==> config.mk <==
export PLATFORM = sky130hd
export DESIGN_NAME = dtcm_subsys
export DESIGN_NICKNAME = d
export VERILOG_FILES = /design/src/rtl/dtcm_pkg.sv /design/src/rtl/dtcm_icb_arbiter.sv /design/src/rtl/dtcm_sram_ctrl.sv /design/src/rtl/dtcm_rsp_router.sv /design/src/rtl/dtcm_lp_ctrl.sv /design/src/rtl/dtcm_subsys.sv
export SDC_FILE = /design/constraint.sdc
export NUM_CORES = 1
export LEC_CHECK = 0
export ABC_AREA = 0
export BUFFER_PORTS_ARGS = -buffer_cell sky130_fd_sc_hd__buf_4
export CAP_MARGIN = 20
export CORE_ASPECT_RATIO = 0.7
export CORE_UTILIZATION = 38
export CTS_CLUSTER_DIAMETER = 30
export CTS_CLUSTER_SIZE = 14
export DETAILED_ROUTE_END_ITERATION = 8
export PLACE_DENSITY = 0.65
export SLEW_MARGIN = 20
export SYNTH_ARGS = -nofsm -noshare
export SYNTH_HDL_FRONTEND = slang
export SYNTH_SLANG_ARGS = --single-unit
==> constraint.sdc <==
create_clock -name clk -period 7.5 [get_ports clk]
set_input_delay 0.75 -clock clk [delete_from_list [all_inputs] [get_ports clk]]
set_output_delay 0.75 -clock clk [all_outputs]
set_load 0.005 [all_outputs]
==> src/rtl/dtcm_pkg.sv <==
// DTCM subsystem shared types
package dtcm_pkg;

  //////////////////////////////
  // Widths

  localparam int XLEN        = 32;
  localparam int DTCM_ADDR_W = 16;  // Byte address on the ICB ports

  typedef logic [XLEN-1:0]        data_t;
  typedef logic [XLEN/8-1:0]      mask_t;
  typedef logic [DTCM_ADDR_W-1:0] icb_addr_t;

  //////////////////////////////
  // ICB beats

  // One command beat
  typedef struct packed {
    logic      read;
    icb_addr_t addr;
    data_t     wdata;
    mask_t     wmask;
  } icb_cmd_t;

  // One response beat
  typedef struct packed {
    logic  err;
    data_t rdata;
  } icb_rsp_t;

  //////////////////////////////
  // Source tag and low-power states

  typedef logic src_t;

  localparam src_t SRC_LSU = 1'b0;
  localparam src_t SRC_EXT = 1'b1;

  typedef enum logic [1:0] {
    LP_ACTIVE,
    LP_IDLE,
    LP_SLEEP
  } lp_state_t;

endpackage

==> src/rtl/dtcm_icb_arbiter.sv <==
// DTCM command arbiter
`timescale 1ns/10ps

module dtcm_icb_arbiter (
  input  logic               clk,
  input  logic               rst,

  // Load-store unit command channel
  input  logic               lsu_cmd_valid,
  output logic               lsu_cmd_ready,
  input  dtcm_pkg::icb_cmd_t lsu_cmd,

  // External agent command channel
  input  logic               ext_cmd_valid,
  output logic               ext_cmd_ready,
  input  dtcm_pkg::icb_cmd_t ext_cmd,

  // Toward the SRAM controller
  output logic               arb_valid,
  input  logic               arb_ready,
  output dtcm_pkg::icb_cmd_t arb_cmd,
  output dtcm_pkg::src_t     arb_src
);

  import dtcm_pkg::*;

  logic lock_vld;  // A stalled grant is pending
  src_t lock_src;
  src_t grant;

  // External agent has priority, except that a stalled
  // command keeps its grant so arb_cmd stays stable
  always_comb begin
    if (lock_vld) begin
      grant = lock_src;
    end else if (ext_cmd_valid) begin
      grant = SRC_EXT;
    end else begin
      grant = SRC_LSU;
    end
  end

  assign arb_src   = grant;
  assign arb_valid = (grant == SRC_EXT) ? ext_cmd_valid : lsu_cmd_valid;
  assign arb_cmd   = (grant == SRC_EXT) ? ext_cmd : lsu_cmd;

  // Ready back to the winner only
  assign ext_cmd_ready = arb_ready & (grant == SRC_EXT);
  assign lsu_cmd_ready = arb_ready & (grant == SRC_LSU);

  //////////////////////////////
  // Grant lock

  always_ff @(posedge clk) begin
    if (rst) begin
      lock_vld <= 1'b0;
      lock_src <= SRC_LSU;
    end else begin
      lock_vld <= arb_valid & ~arb_ready;  // Offered but not taken
      lock_src <= grant;
    end
  end

endmodule

==> src/rtl/dtcm_sram_ctrl.sv <==
// DTCM SRAM controller
`timescale 1ns/10ps

module dtcm_sram_ctrl #(
  parameter int RAM_AW = 10
) (
  input  logic               clk,
  input  logic               rst,

  // From the arbiter
  input  logic               arb_valid,
  output logic               arb_ready,
  input  dtcm_pkg::icb_cmd_t arb_cmd,
  input  dtcm_pkg::src_t     arb_src,
  input  logic               dtcm_ls,

  // SRAM macro
  output logic               ram_cs,
  output logic               ram_we,
  output logic [RAM_AW-1:0]  ram_addr,
  output dtcm_pkg::mask_t    ram_wem,
  output dtcm_pkg::data_t    ram_din,
  input  dtcm_pkg::data_t    ram_dout,

  // Toward the response router
  output logic               st_valid,
  input  logic               st_ready,
  output dtcm_pkg::src_t     st_src,
  output dtcm_pkg::icb_rsp_t st_rsp,
  output logic               busy
);

  import dtcm_pkg::*;

  logic  accept;
  logic  out_rng;
  logic  st_valid_r;
  src_t  st_src_r;
  logic  st_read_r;
  logic  st_err_r;
  logic  hold_vld;   // Read data parked in hold_data
  data_t hold_data;
  data_t rd_data;

  //////////////////////////////
  // Accept and SRAM drive

  // Stage must be empty or draining, and no light sleep
  assign arb_ready = (~st_valid_r | st_ready) & ~dtcm_ls;
  assign accept    = arb_valid & arb_ready;

  // Any address bit above the word index is out of range
  assign out_rng = (arb_cmd.addr >> (RAM_AW + 2)) != '0;

  assign ram_cs   = accept & ~out_rng;
  assign ram_we   = ram_cs & ~arb_cmd.read;
  assign ram_addr = arb_cmd.addr[RAM_AW+1:2];  // Word address
  assign ram_wem  = arb_cmd.wmask;
  assign ram_din  = arb_cmd.wdata;

  //////////////////////////////
  // Response stage

  always_ff @(posedge clk) begin
    if (rst) begin
      st_valid_r <= 1'b0;
    end else if (accept) begin
      st_valid_r <= 1'b1;
    end else if (st_ready) begin
      st_valid_r <= 1'b0;
    end
  end

  always_ff @(posedge clk) begin
    if (accept) begin
      st_src_r  <= arb_src;
      st_read_r <= arb_cmd.read;
      st_err_r  <= out_rng;
    end
  end

  // SRAM output is only valid one cycle after the read,
  // so a stalled response keeps its own copy
  always_ff @(posedge clk) begin
    if (rst) begin
      hold_vld <= 1'b0;
    end else if (st_valid_r & st_ready) begin
      hold_vld <= 1'b0;
    end else if (st_valid_r & ~hold_vld) begin
      hold_vld <= 1'b1;
    end
  end

  always_ff @(posedge clk) begin
    if (st_valid_r & ~st_ready & ~hold_vld) begin
      hold_data <= ram_dout;
    end
  end

  assign rd_data = hold_vld ? hold_data : ram_dout;

  assign st_valid     = st_valid_r;
  assign st_src       = st_src_r;
  assign st_rsp.err   = st_err_r;
  assign st_rsp.rdata = (st_read_r & ~st_err_r) ? rd_data : '0;  // Zero for writes
  assign busy         = st_valid_r;

endmodule

==> src/rtl/dtcm_rsp_router.sv <==
// DTCM response router
`timescale 1ns/10ps

module dtcm_rsp_router (
  input  logic               clk,
  input  logic               rst,

  // From the SRAM controller stage
  input  logic               st_valid,
  output logic               st_ready,
  input  dtcm_pkg::src_t     st_src,
  input  dtcm_pkg::icb_rsp_t st_rsp,
  output logic               queue_busy,

  // Load-store unit response channel
  output logic               lsu_rsp_valid,
  input  logic               lsu_rsp_ready,
  output dtcm_pkg::icb_rsp_t lsu_rsp,

  // External agent response channel
  output logic               ext_rsp_valid,
  input  logic               ext_rsp_ready,
  output dtcm_pkg::icb_rsp_t ext_rsp
);

  import dtcm_pkg::*;

  typedef struct packed {
    src_t     src;
    icb_rsp_t rsp;
  } rsp_ent_t;

  rsp_ent_t   q_mem [2];
  logic       wr_ptr;
  logic       rd_ptr;
  logic [1:0] count;
  rsp_ent_t   head;
  logic       head_vld;
  logic       head_ready;
  logic       pop;
  logic       push;
  logic       q_pop;

  assign st_ready   = (count != 2'd2);
  assign queue_busy = (count != 2'd0);

  // Empty queue lets the stage go straight out
  assign head_vld = queue_busy | st_valid;
  assign head     = queue_busy ? q_mem[rd_ptr] : rsp_ent_t'{src: st_src, rsp: st_rsp};

  assign lsu_rsp_valid = head_vld & (head.src == SRC_LSU);
  assign ext_rsp_valid = head_vld & (head.src == SRC_EXT);
  assign lsu_rsp       = head.rsp;
  assign ext_rsp       = head.rsp;

  assign head_ready = (head.src == SRC_EXT) ? ext_rsp_ready : lsu_rsp_ready;
  assign pop        = head_vld & head_ready;

  // Bypassed beats never enter the queue
  assign push  = st_valid & st_ready & ~(~queue_busy & pop);
  assign q_pop = pop & queue_busy;

  //////////////////////////////
  // Queue state

  always_ff @(posedge clk) begin
    if (rst) begin
      wr_ptr <= 1'b0;
      rd_ptr <= 1'b0;
      count  <= 2'd0;
    end else begin
      if (push) begin
        wr_ptr <= ~wr_ptr;
      end
      if (q_pop) begin
        rd_ptr <= ~rd_ptr;
      end
      count <= count + {1'b0, push} - {1'b0, q_pop};
    end
  end

  always_ff @(posedge clk) begin
    if (push) begin
      q_mem[wr_ptr] <= rsp_ent_t'{src: st_src, rsp: st_rsp};
    end
  end

endmodule

==> src/rtl/dtcm_lp_ctrl.sv <==
// DTCM light-sleep control
`timescale 1ns/10ps

module dtcm_lp_ctrl #(
  parameter int LS_IDLE_CYCLES = 16
) (
  input  logic clk,
  input  logic rst,
  input  logic any_cmd_valid,
  input  logic busy,
  output logic dtcm_active,
  output logic dtcm_ls
);

  import dtcm_pkg::*;

  localparam int CNT_W = $clog2(LS_IDLE_CYCLES + 1);

  lp_state_t  state;
  lp_state_t  state_nxt;
  logic [CNT_W-1:0] idle_cnt;  // Idle cycles seen so far
  logic       idle;

  assign idle = ~any_cmd_valid & ~busy;

  always_comb begin
    state_nxt = state;
    case (state)
      LP_ACTIVE: if (idle) state_nxt = (LS_IDLE_CYCLES <= 1) ? LP_SLEEP : LP_IDLE;
      LP_IDLE: begin
        if (!idle) begin
          state_nxt = LP_ACTIVE;
        end else if (idle_cnt == CNT_W'(LS_IDLE_CYCLES - 1)) begin
          state_nxt = LP_SLEEP;
        end
      end
      LP_SLEEP: if (!idle) state_nxt = LP_ACTIVE;  // Wake on any request
      default: state_nxt = LP_ACTIVE;
    endcase
  end

  always_ff @(posedge clk) begin
    if (rst) begin
      state    <= LP_ACTIVE;
      idle_cnt <= '0;
    end else begin
      state    <= state_nxt;
      idle_cnt <= (idle && state != LP_SLEEP) ? idle_cnt + 1'b1 : '0;
    end
  end

  assign dtcm_ls     = (state == LP_SLEEP);
  assign dtcm_active = ~idle;

endmodule

==> src/rtl/dtcm_subsys.sv <==
// DTCM subsystem top
`timescale 1ns/10ps

module dtcm_subsys #(
  parameter int RAM_AW         = 10,
  parameter int LS_IDLE_CYCLES = 16
) (
  input  logic               clk,
  input  logic               rst,

  input  logic               lsu_cmd_valid,
  output logic               lsu_cmd_ready,
  input  dtcm_pkg::icb_cmd_t lsu_cmd,
  output logic               lsu_rsp_valid,
  input  logic               lsu_rsp_ready,
  output dtcm_pkg::icb_rsp_t lsu_rsp,

  input  logic               ext_cmd_valid,
  output logic               ext_cmd_ready,
  input  dtcm_pkg::icb_cmd_t ext_cmd,
  output logic               ext_rsp_valid,
  input  logic               ext_rsp_ready,
  output dtcm_pkg::icb_rsp_t ext_rsp,

  // SRAM macro sits outside
  output logic               ram_cs,
  output logic               ram_we,
  output logic [RAM_AW-1:0]  ram_addr,
  output dtcm_pkg::mask_t    ram_wem,
  output dtcm_pkg::data_t    ram_din,
  input  dtcm_pkg::data_t    ram_dout,

  output logic               dtcm_active,
  output logic               dtcm_ls
);

  import dtcm_pkg::*;

  logic     arb_valid;
  logic     arb_ready;
  icb_cmd_t arb_cmd;
  src_t     arb_src;
  logic     st_valid;
  logic     st_ready;
  src_t     st_src;
  icb_rsp_t st_rsp;
  logic     ctrl_busy;
  logic     queue_busy;

  dtcm_icb_arbiter arbiter_inst (
    .clk           (clk),
    .rst           (rst),
    .lsu_cmd_valid (lsu_cmd_valid),
    .lsu_cmd_ready (lsu_cmd_ready),
    .lsu_cmd       (lsu_cmd),
    .ext_cmd_valid (ext_cmd_valid),
    .ext_cmd_ready (ext_cmd_ready),
    .ext_cmd       (ext_cmd),
    .arb_valid     (arb_valid),
    .arb_ready     (arb_ready),
    .arb_cmd       (arb_cmd),
    .arb_src       (arb_src)
  );

  dtcm_sram_ctrl #(.RAM_AW(RAM_AW)) sram_ctrl_inst (
    .clk       (clk),
    .rst       (rst),
    .arb_valid (arb_valid),
    .arb_ready (arb_ready),
    .arb_cmd   (arb_cmd),
    .arb_src   (arb_src),
    .dtcm_ls   (dtcm_ls),
    .ram_cs    (ram_cs),
    .ram_we    (ram_we),
    .ram_addr  (ram_addr),
    .ram_wem   (ram_wem),
    .ram_din   (ram_din),
    .ram_dout  (ram_dout),
    .st_valid  (st_valid),
    .st_ready  (st_ready),
    .st_src    (st_src),
    .st_rsp    (st_rsp),
    .busy      (ctrl_busy)
  );

  dtcm_rsp_router rsp_router_inst (
    .clk           (clk),
    .rst           (rst),
    .st_valid      (st_valid),
    .st_ready      (st_ready),
    .st_src        (st_src),
    .st_rsp        (st_rsp),
    .queue_busy    (queue_busy),
    .lsu_rsp_valid (lsu_rsp_valid),
    .lsu_rsp_ready (lsu_rsp_ready),
    .lsu_rsp       (lsu_rsp),
    .ext_rsp_valid (ext_rsp_valid),
    .ext_rsp_ready (ext_rsp_ready),
    .ext_rsp       (ext_rsp)
  );

  // Busy while anything is in flight
  dtcm_lp_ctrl #(.LS_IDLE_CYCLES(LS_IDLE_CYCLES)) lp_ctrl_inst (
    .clk           (clk),
    .rst           (rst),
    .any_cmd_valid (lsu_cmd_valid | ext_cmd_valid),
    .busy          (ctrl_busy | queue_busy),
    .dtcm_active   (dtcm_active),
    .dtcm_ls       (dtcm_ls)
  );

endmodule

# After elaboration in Yosys (flattened, before gate mapping)
# Memory sizes are Yosys's and may differ from the RTL's. A register that Yosys moved wholly into a read port is not among the register bits.
# Cells that the tools add are included.
[totals]
ramBits = 68
mem_count = 1
regBits = 50
[classes]
bitwise_logic = 40
mux = 19
n_addsub = 3
n_eq_ne = 8
reduce_logical = 8
[memory_table]
columns = ["name", "depth", "width", "rd", "rd_clocked_by_memory_dff", "write_ports", "line_no", "rtl"]
rows = [
  ["rsp_router_inst.q_mem", 2, 34, 1, 1, 1, "dtcm_rsp_router.sv:33", "rsp_ent_t q_mem [2];"],
]
[ops]
columns = ["operator", "n"]
rows = [
  ["2-to-1 mux 32 bit", 2],
  ["2-to-1 mux 53 bit", 1],
  ["2-to-1 mux 34 bit", 1],
  ["AND 1 bit", 19],
  ["NOT 1 bit", 18],
  ["nonzero test 16 bit", 1],
  ["2-to-1 mux 1 bit", 10],
  ["2-to-1 mux 2 bit", 4],
  ["inequality test 2 bit, second input constant", 3],
  ["one-hot mux 2 bit (3 select lines)", 1],
  ["adder 5 x 1 -> 5 bit, second input constant", 1],
  ["equality test 5 x 4 -> 1 bit, second input constant", 1],
  ["nonzero test 2 bit", 2],
  ["OR reduction 2 bit", 2],
  ["inequality test 3 bit, second input constant", 1],
  ["bitwise OR 1 bit", 3],
  ["AND reduction 3 bit", 1],
  ["adder 2 x 1 -> 2 bit", 1],
  ["equality test 2 x 1 -> 1 bit, second input constant", 1],
  ["equality test 2 bit, second input constant", 1],
  ["logical NOT 2 bit", 1],
  ["inequality test 2 x 1 -> 1 bit, second input constant", 1],
  ["subtractor 2 x 1 -> 2 bit", 1],
  ["logical AND 1 bit", 1],
]

# Depth between registers and ports, before layout
# Gate-level depths: netlist of the first run.
[logic_depth]
word_depth = 11
ltp_mapped = 7
depth_no_buf = 6

# By module
# From an unflattened synthesis of the first run, not the netlist that was laid out.
[hier_totals]
hier_cells = 522
area_unflattened_um2 = 6511.2
[modules_own_cells]
columns = ["mod", "area_each_um2", "n_inst", "cells_each"]
rows = [
  ["dtcm_rsp_router", 3342.0, 1, 252],
  ["dtcm_sram_ctrl", 2016.9, 1, 169],
  ["dtcm_icb_arbiter", 850.8, 1, 71],
  ["dtcm_lp_ctrl", 289.0, 1, 28],
  ["dtcm_subsys", 12.5, 1, 2],
]

# Least setup slack after synthesis of the first run
# OpenSTA, ideal clock, no wires.
[synth_timing]
path_kind = "in2reg"
startpoint = "input port lsu_rsp_ready"
endpoint = "memory rsp_router_inst.q_mem[1][0] in the netlist's numbering (enable)"
path_stages = 3
required_ns = 7.025
setup_time_ns = 0.475
slack_ns = 3.276
path_buffers = 0
t_arrival_ns = 3.749
cell_sequence = "mux2_4 > o21a_1 > nor3b_1"
[synth_between]
elab_chain_len = 7
[synth_lines]
columns = ["item", "line_no", "rtl"]
rows = [
  ["start, declared", "dtcm_subsys.sv:15", "input logic lsu_rsp_ready,"],
  ["2-to-1 mux 1 bit", "dtcm_rsp_router.sv:56", "assign head_ready = (head.src == SRC_EXT) ? ext_rsp_ready : lsu_rsp_ready;"],
  ["AND 1 bit", "dtcm_rsp_router.sv:57", "assign pop = head_vld & head_ready;"],
  ["AND 1 bit", "dtcm_rsp_router.sv:60", "assign push = st_valid & st_ready & ~(~queue_busy & pop);"],
  ["NOT 1 bit", "dtcm_rsp_router.sv:60", ""],
  ["AND 1 bit", "dtcm_rsp_router.sv:60", ""],
  ["2-to-1 mux 1 bit", "dtcm_rsp_router.sv:83", "if (push) begin"],
  ["2-to-1 mux 1 bit (implied by the code)", "dtcm_rsp_router.sv:84", "q_mem[wr_ptr] <= rsp_ent_t'{src: st_src, rsp: st_rsp};"],
  ["end, declared", "dtcm_rsp_router.sv:33", ""],
]
# No other way between the ends.

==> results_dict.tcl, run 1 <==
set metrics [dict create \
    dr.pass1.iters 4 \
    p_leak_uw 0.00366 \
    tns_ns 0 \
    globalRouteTotalUtil_pct 17.5 \
    clockRootBuffer "clkbuf_16" \
    synth-edff-count 103 \
    ios 264 \
    synth-async-reset-ratio_pct 0 \
    dp_hpwl_um 10800 \
    holdCritPathClass "flop to flop" \
    yosysMostFrequentCell "edfxtp_1" \
    crit_arrival_ns 2.36 \
    status "completed" \
    setup_viol 0 \
    peakVddDrop_v 0.000168 \
    cts_resized 0 \
    netlist_area_mm2 0.00645 \
    vias 4417 \
    final_nets 849 \
    coreArea_mm2 0.0164 \
    cts_tree "done" \
    yosysWarnings 0 \
    cp_top_family "buffers and inverters" \
    worstPathMaxFanout 51 \
    drt-initial-drc-count 199 \
    seq_area_frac_synth_pct 53.0 \
    start_util_pct 39.2 \
    fin_skew_ns 0.0121 \
    wl_per_cell_um 16.1 \
    antenna_found_initial 0 \
    cpMostUsedCell "buf_4" \
    fp.dieW_um 158 \
    area_growth_pct 33.1 \
    cp_slowest_cell "buf_4" \
    dieArea_mm2 0.0175 \
    synth_common_cells "edfxtp_1, buf_4, nor2_1, mux2i_1, mux2_2" \
    fin_crit_sh_pct 41.5 \
    slowest_delay_ns 0.53 \
    htreeDepth 4 \
    syn_area_per_cell_um2 12.3 \
    ant_nets 0 \
    pre_cts_ws_ns 4.42 \
    start_kind "flop" \
    synth_seq_cells 119 \
    ctsHoldBuffers 0 \
    final_core_utilization_pct 52.2 \
    diodes 0 \
    worst_pin_slew_ns 0.687 \
    post-route-min-period_ns 3.11 \
    yosys.area.top_type "edfxtp_1" \
    max-slew-margin-rel_pct 54.2 \
    cts_sinks 119 \
    nFillCells 1408 \
    rows 39 \
    clockBufferDepth 2 \
    required_ns 6.75 \
    drt-total-wl_um 15100 \
    globalplace.congestion 0.768 \
    clk_pin_slew_ns 0.06 \
    rsz0062_at_grt "no" \
    crit_chain "mux2i_4, buf_4, mux2_4, nor4_2, buf_4" \
    drv_cap 0 \
    synth.net_count 670 \
    yosys_most_used_dff "edfxtp_1" \
    viasPerCell 4.70 \
    hold_slack_ns 0.440 \
    die_h_um 111 \
    slew_violations 0 \
    cts_made_buffers 17 \
    drc_errors 0 \
    grt_pass1_wl_um 23400 \
    grt_pass1_vias 4472 \
    fmax_mhz 321 \
    clk_latency_ns 0.41 \
    grt_max_degree 66 \
    drive_above_1_share_pct 50.8 \
    synthTopCellsByArea "edfxtp_1, mux2i_1, buf_4, mux2_2, dfxtp_1" \
    io_buffers 259 \
    hold_violations 0 \
    overflow 0 \
    synth_cell_type_count 44 \
    crit_buf_inv 2 \
    yosysTopAreaCellShare_pct 48.0 \
    cts_setup_buffers 0 \
    crit_type "flop to primary output" \
    power_density_mw_per_mm2 283 \
    end_kind "primary output" \
    netlist_instances 523 \
    layout_setup_ws_ns 4.39 \
    power_uw 2430 \
]
-- layout by cell type, fill, tap and decap left out, types with 4 or more instances in the layout --
cell type,count
a21o_1,32
mux2i_1,67
dfxtp_1,14
inv_6,6
nand2b_1,5
o21ai_0,4
mux2_4,4
nand3b_1,4
mux2_2,47
clkbuf_16,17
buf_4,266
clkinvlp_4,4
inv_1,6
nor3_1,4
edfxtp_1,103
nand2_1,6
nor2_1,77
-- registers in the layout, summed over array words and instances (netlist names), named ones only --
register	count
sram_ctrl_inst.st_src	1
sram_ctrl_inst.st_read_r	1
rsp_router_inst.rd_ptr	1
lp_ctrl_inst.idle_cnt	5
rsp_router_inst.count	2
sram_ctrl_inst.st_err_r	1
sram_ctrl_inst.hold_vld	1
arbiter_inst.lock_vld	1
rsp_router_inst.q_mem	68
arbiter_inst.lock_src	1
sram_ctrl_inst.busy	1
sram_ctrl_inst.hold_data	32
lp_ctrl_inst.state	2
rsp_router_inst.wr_ptr	1
-- final cells by class --
cell class	count	area, um2	area share, %
multi-input cells	291	2290	26.7
inverters	6	22.5	0.262
flip-flops and latches	119	3420	39.8
repair buffers	267	2020	23.6
well taps	225	282	3.28
clock buffers	17	425	4.96
clock inverters	15	119	1.39
-- path summary, 6_finish.rpt --
| kind | endpoint | startpoint | cells after the start | slack [ns] |
|---|---|---|---|---|
| worst max-delay path | ram_we | arbiter_inst.lock_vld | 5 | 4.39 |
| worst min-delay path | lp_ctrl_inst.state[0] | lp_ctrl_inst.state[1] | 1 | 0.44 |
| worst max register to register | rsp_router_inst.count[1] | rsp_router_inst.count[1] | 5 | 5.23 |
| worst min register to register | lp_ctrl_inst.state[0] | lp_ctrl_inst.state[1] | 1 | 0.44 |
-- per-layer routing --
metal | global-route usage (%) | share of wire (%) | vias up
met1 | 22.5 | 45 | 2087
met3 | 3.32 | 4.6 | 14
met5 | 0 | 0 | -
met4 | 7.18 | 1.7 | 0
li1 | - | - | 2166
met2 | 28.9 | 49 | 150
-- metrics by stage --
stage                     std cells  area [um2]
after floorplan                 523        6450
after global placement          907        8010
after detailed placement        907        8010
after CTS                       939        8550
after global routing            940        8580
final                           940        8580
-- worst reg2reg max path, stage by stage, from the launching register on --
cell	delay, ns
dfxtp_1	0.62
o21ai_0	0.19
mux2i_2	0.32
ha_1	0.36
o41ai_2	0.31
mux2_2	0.36
-- kinds of logic (layout without fill, tap and decap cells) --
| logic type | Yosys count | count (layout) | share of synthesized area, % |
|---|---|---|---|
| AND/OR/NAND/NOR | 114 | 114 | 8.07 |
| AO/OA/AOI/OAI | 49 | 49 | 5.61 |
| multiplexers | 122 | 122 | 20.5 |
| flip-flops | 119 | 119 | 53.0 |
| adder cells (fa/ha/maj) | 3 | 3 | 0.582 |
| buffers and inverters | 113 | 305 | 11.8 |
| XOR/XNOR | 3 | 3 | 0.408 |
-- power by group --
group          leakage, uW  switching, uW  internal (uW)  total [uW]
clock network     0.000257            307            428         735
logic              0.00231            397            443         840
registers          0.00109           39.2            813         852
Note: power is estimated with default switching activity, not from simulation.
==> run 2: changes to the inputs <==
- ABC_AREA: 0 -> 1
- PLACE_DENSITY: 0.65 -> 0.66
- clock period: 7.5 -> 2.9 ns (I/O delays scaled with it)
==> results_dict.tcl, run 2 <==
set metrics [dict create \
    antenna_found_initial 0 \
    crit_arrival_ns 2.27 \
    synth_seq_cells 119 \
    nFillCells 1412 \
    htreeDepth 4 \
    seq_area_mm2 0.00342 \
    cts_sinks 119 \
    yosys.area_share.simple_pct 23.4 \
    layout_common_cells "nand2_1, buf_4, edfxtp_1, nor2_1, a21oi_1" \
    rsz0062_at_grt "no" \
    io_buffers 259 \
    required_ns 2.61 \
    viasPerCell 4.56 \
    drive_above_1_share_pct 35.4 \
    final_nets 1034 \
    drt-initial-drc-count 417 \
    wl_per_cell_um 14.3 \
    worst_pin_slew_ns 0.634 \
    coreArea_mm2 0.0157 \
    synth_compound_area_share_pct 6.86 \
    slew_violations 0 \
    crit_buf_inv 2 \
    synthAdderAreaFrac_pct 0.603 \
    ctsHoldBuffers 0 \
    hold_violations 0 \
    dp_hpwl_um 11200 \
    largest_register_ffs 68 \
    start_kind "flop" \
    seq_area_frac_synth_pct 54.9 \
    reg_top3 "rsp_router_inst.q_mem (68), sram_ctrl_inst.hold_data (32), lp_ctrl_inst.idle_cnt (5)" \
    layout_commonest_cell "nand2_1" \
    netlist_area_mm2 0.00622 \
    p_clk_share_pct 29.1 \
    holdCritPathClass "input port to flop" \
    synth_common_cells "nand2_1, edfxtp_1, buf_4, nor2_1, a21oi_1" \
    synth_top_family_by_area "simple AND/OR/NAND/NOR gates" \
    synthXorXnorAreaFrac_pct 0.282 \
    worstPathMaxFanout 33 \
    post-route-min-period_ns 2.56 \
    crit_chain "inv_2, nand2_1, a21oi_1, nor2_1, a31oi_1, buf_4" \
    clk_pin_slew_ns 0.05 \
    fmax_mhz 390 \
    globalplace.congestion 0.718 \
    hold_depth 1 \
    power_switching_uw 2220 \
    synthTopCellsByArea "edfxtp_1, nand2_1, buf_4, dfxtp_1, a21oi_1" \
    syn_area_per_cell_um2 8.76 \
    multi_input_area_mm2 0.00196 \
    p_comb_share_pct 40.3 \
    slowest_delay_ns 0.50 \
    yosysMostFrequentCell "nand2_1" \
    overflow 0 \
    area_growth_pct 34.9 \
    ant_nets 0 \
    end_kind "primary output" \
    die_h_um 109 \
    peakVddDrop_v 0.000473 \
    cp_slowest_cell "inv_2" \
    regMostFlops "rsp_router_inst.q_mem" \
    cts_resized 0 \
    fp.dieW_um 155 \
    power_uw 7000 \
    dieArea_mm2 0.0169 \
    dr.pass1.iters 5 \
    status "completed" \
    grt_pass1_wl_um 23800 \
    cts_tree "done" \
    cp_num_cells 6 \
    rows 38 \
    switching_share_pct 31.7 \
    setup_viol 0 \
    grt_pass1_vias 4380 \
    internal_power_uw 4780 \
    drc_errors 0 \
    synth.net_count 857 \
    cp_top_family "buffers and inverters" \
    start_util_pct 39.5 \
    diodes 0 \
    clk_latency_ns 0.41 \
    yosys.area.top_type "edfxtp_1" \
    clockRootBuffer "clkbuf_16" \
    synth_mux_area_share_pct 0.161 \
    vias 5111 \
    p_leak_uw 0.00383 \
    cts_made_buffers 17 \
    fin_crit_sh_pct 88.4 \
    seqPwrFrac_pct 30.6 \
    power_density_mw_per_mm2 834 \
    crit_type "flop to primary output" \
    reg2reg_depth 9 \
    globalRouteTotalUtil_pct 18.6 \
    ios 264 \
    drv_cap 0 \
    netlist_instances 710 \
    max-slew-margin-rel_pct 57.7 \
    grt_max_degree 50 \
    synth-edff-count 103 \
    clockBufferDepth 2 \
    yosysTopAreaCellShare_pct 49.7 \
    yosys_most_used_dff "edfxtp_1" \
    yosysWarnings 0 \
    cts_setup_buffers 0 \
    tns_ns 0 \
    synth_cell_type_count 30 \
    ff2ff_setup_slack_ns 0.72 \
    synth-async-reset-ratio_pct 0 \
    drt-total-wl_um 16000 \
    fin_skew_ns 0.00872 \
]
## run 2: final timing paths
path,startpoint,end
worst max-delay path,sram_ctrl_inst.hold_vld,lsu_rsp[1]
worst min-delay path,ram_dout[6],sram_ctrl_inst.hold_data[6]
worst max register to register,rsp_router_inst.count[1],rsp_router_inst.q_mem[1][29]
worst min register to register,lp_ctrl_inst.state[1],lp_ctrl_inst.state[0]
## run 2: logic make-up after synthesis
kind of cell	after synthesis
flip-flops	119
multiplexers	1
AO/OA/AOI/OAI	76
XOR/XNOR	2
AND/OR/NAND/NOR	367
buffers and inverters	142
adder cells (fa/ha/maj)	3
## run 2: metrics by stage
stage / hold WS (ns) / instance area [um2] / setup slack, ns / cells / utilization (%)
2_1_floorplan: 0.352 / 6220 / 0.0737 / 710 / -
3_3_place_gp: 0.415 / 7820 / 0.781 / 1088 / 49.7
3_5_place_dp: 0.430 / 7820 / 0.704 / 1088 / 49.7
4_1_cts: 0.0535 / 8390 / 0.263 / 1120 / 53.3
5_1_grt: 0.0541 / 8390 / 0.0948 / 1120 / 53.3
6_report: 0.0671 / 8390 / 0.336 / 1120 / 53.3
## run 2: cell type report
type,count,share of cell area (%)
timing repair buffer,271,24.5
inverter,29,1.33
multi-input combinational,449,23.4
clock buffer,19,5.16
clock inverter,13,1.63
sequential,119,40.7
tap,220,3.28
## run 2: power by group through the flow
stage,logic [uW],clock network [uW],registers [uW]
final,2820,2040,2140
after global routing,3100,2150,2150
after CTS,2870,2070,2140
after detailed placement,2850,0,2170
after global placement,2810,0,2170
after floorplan,1780,0,2140
## run 2: layer usage
layer  share of wire [%]  track usage [%]  routed length, um  vias up
met1                  48             28.0               7710     2312
li1                    -                -                  -     2605
met5                   0                0                  0        -
met2                  45             26.8               7230      183
met3                 6.1             3.82                981       11
met4                0.61             5.09                 98        0
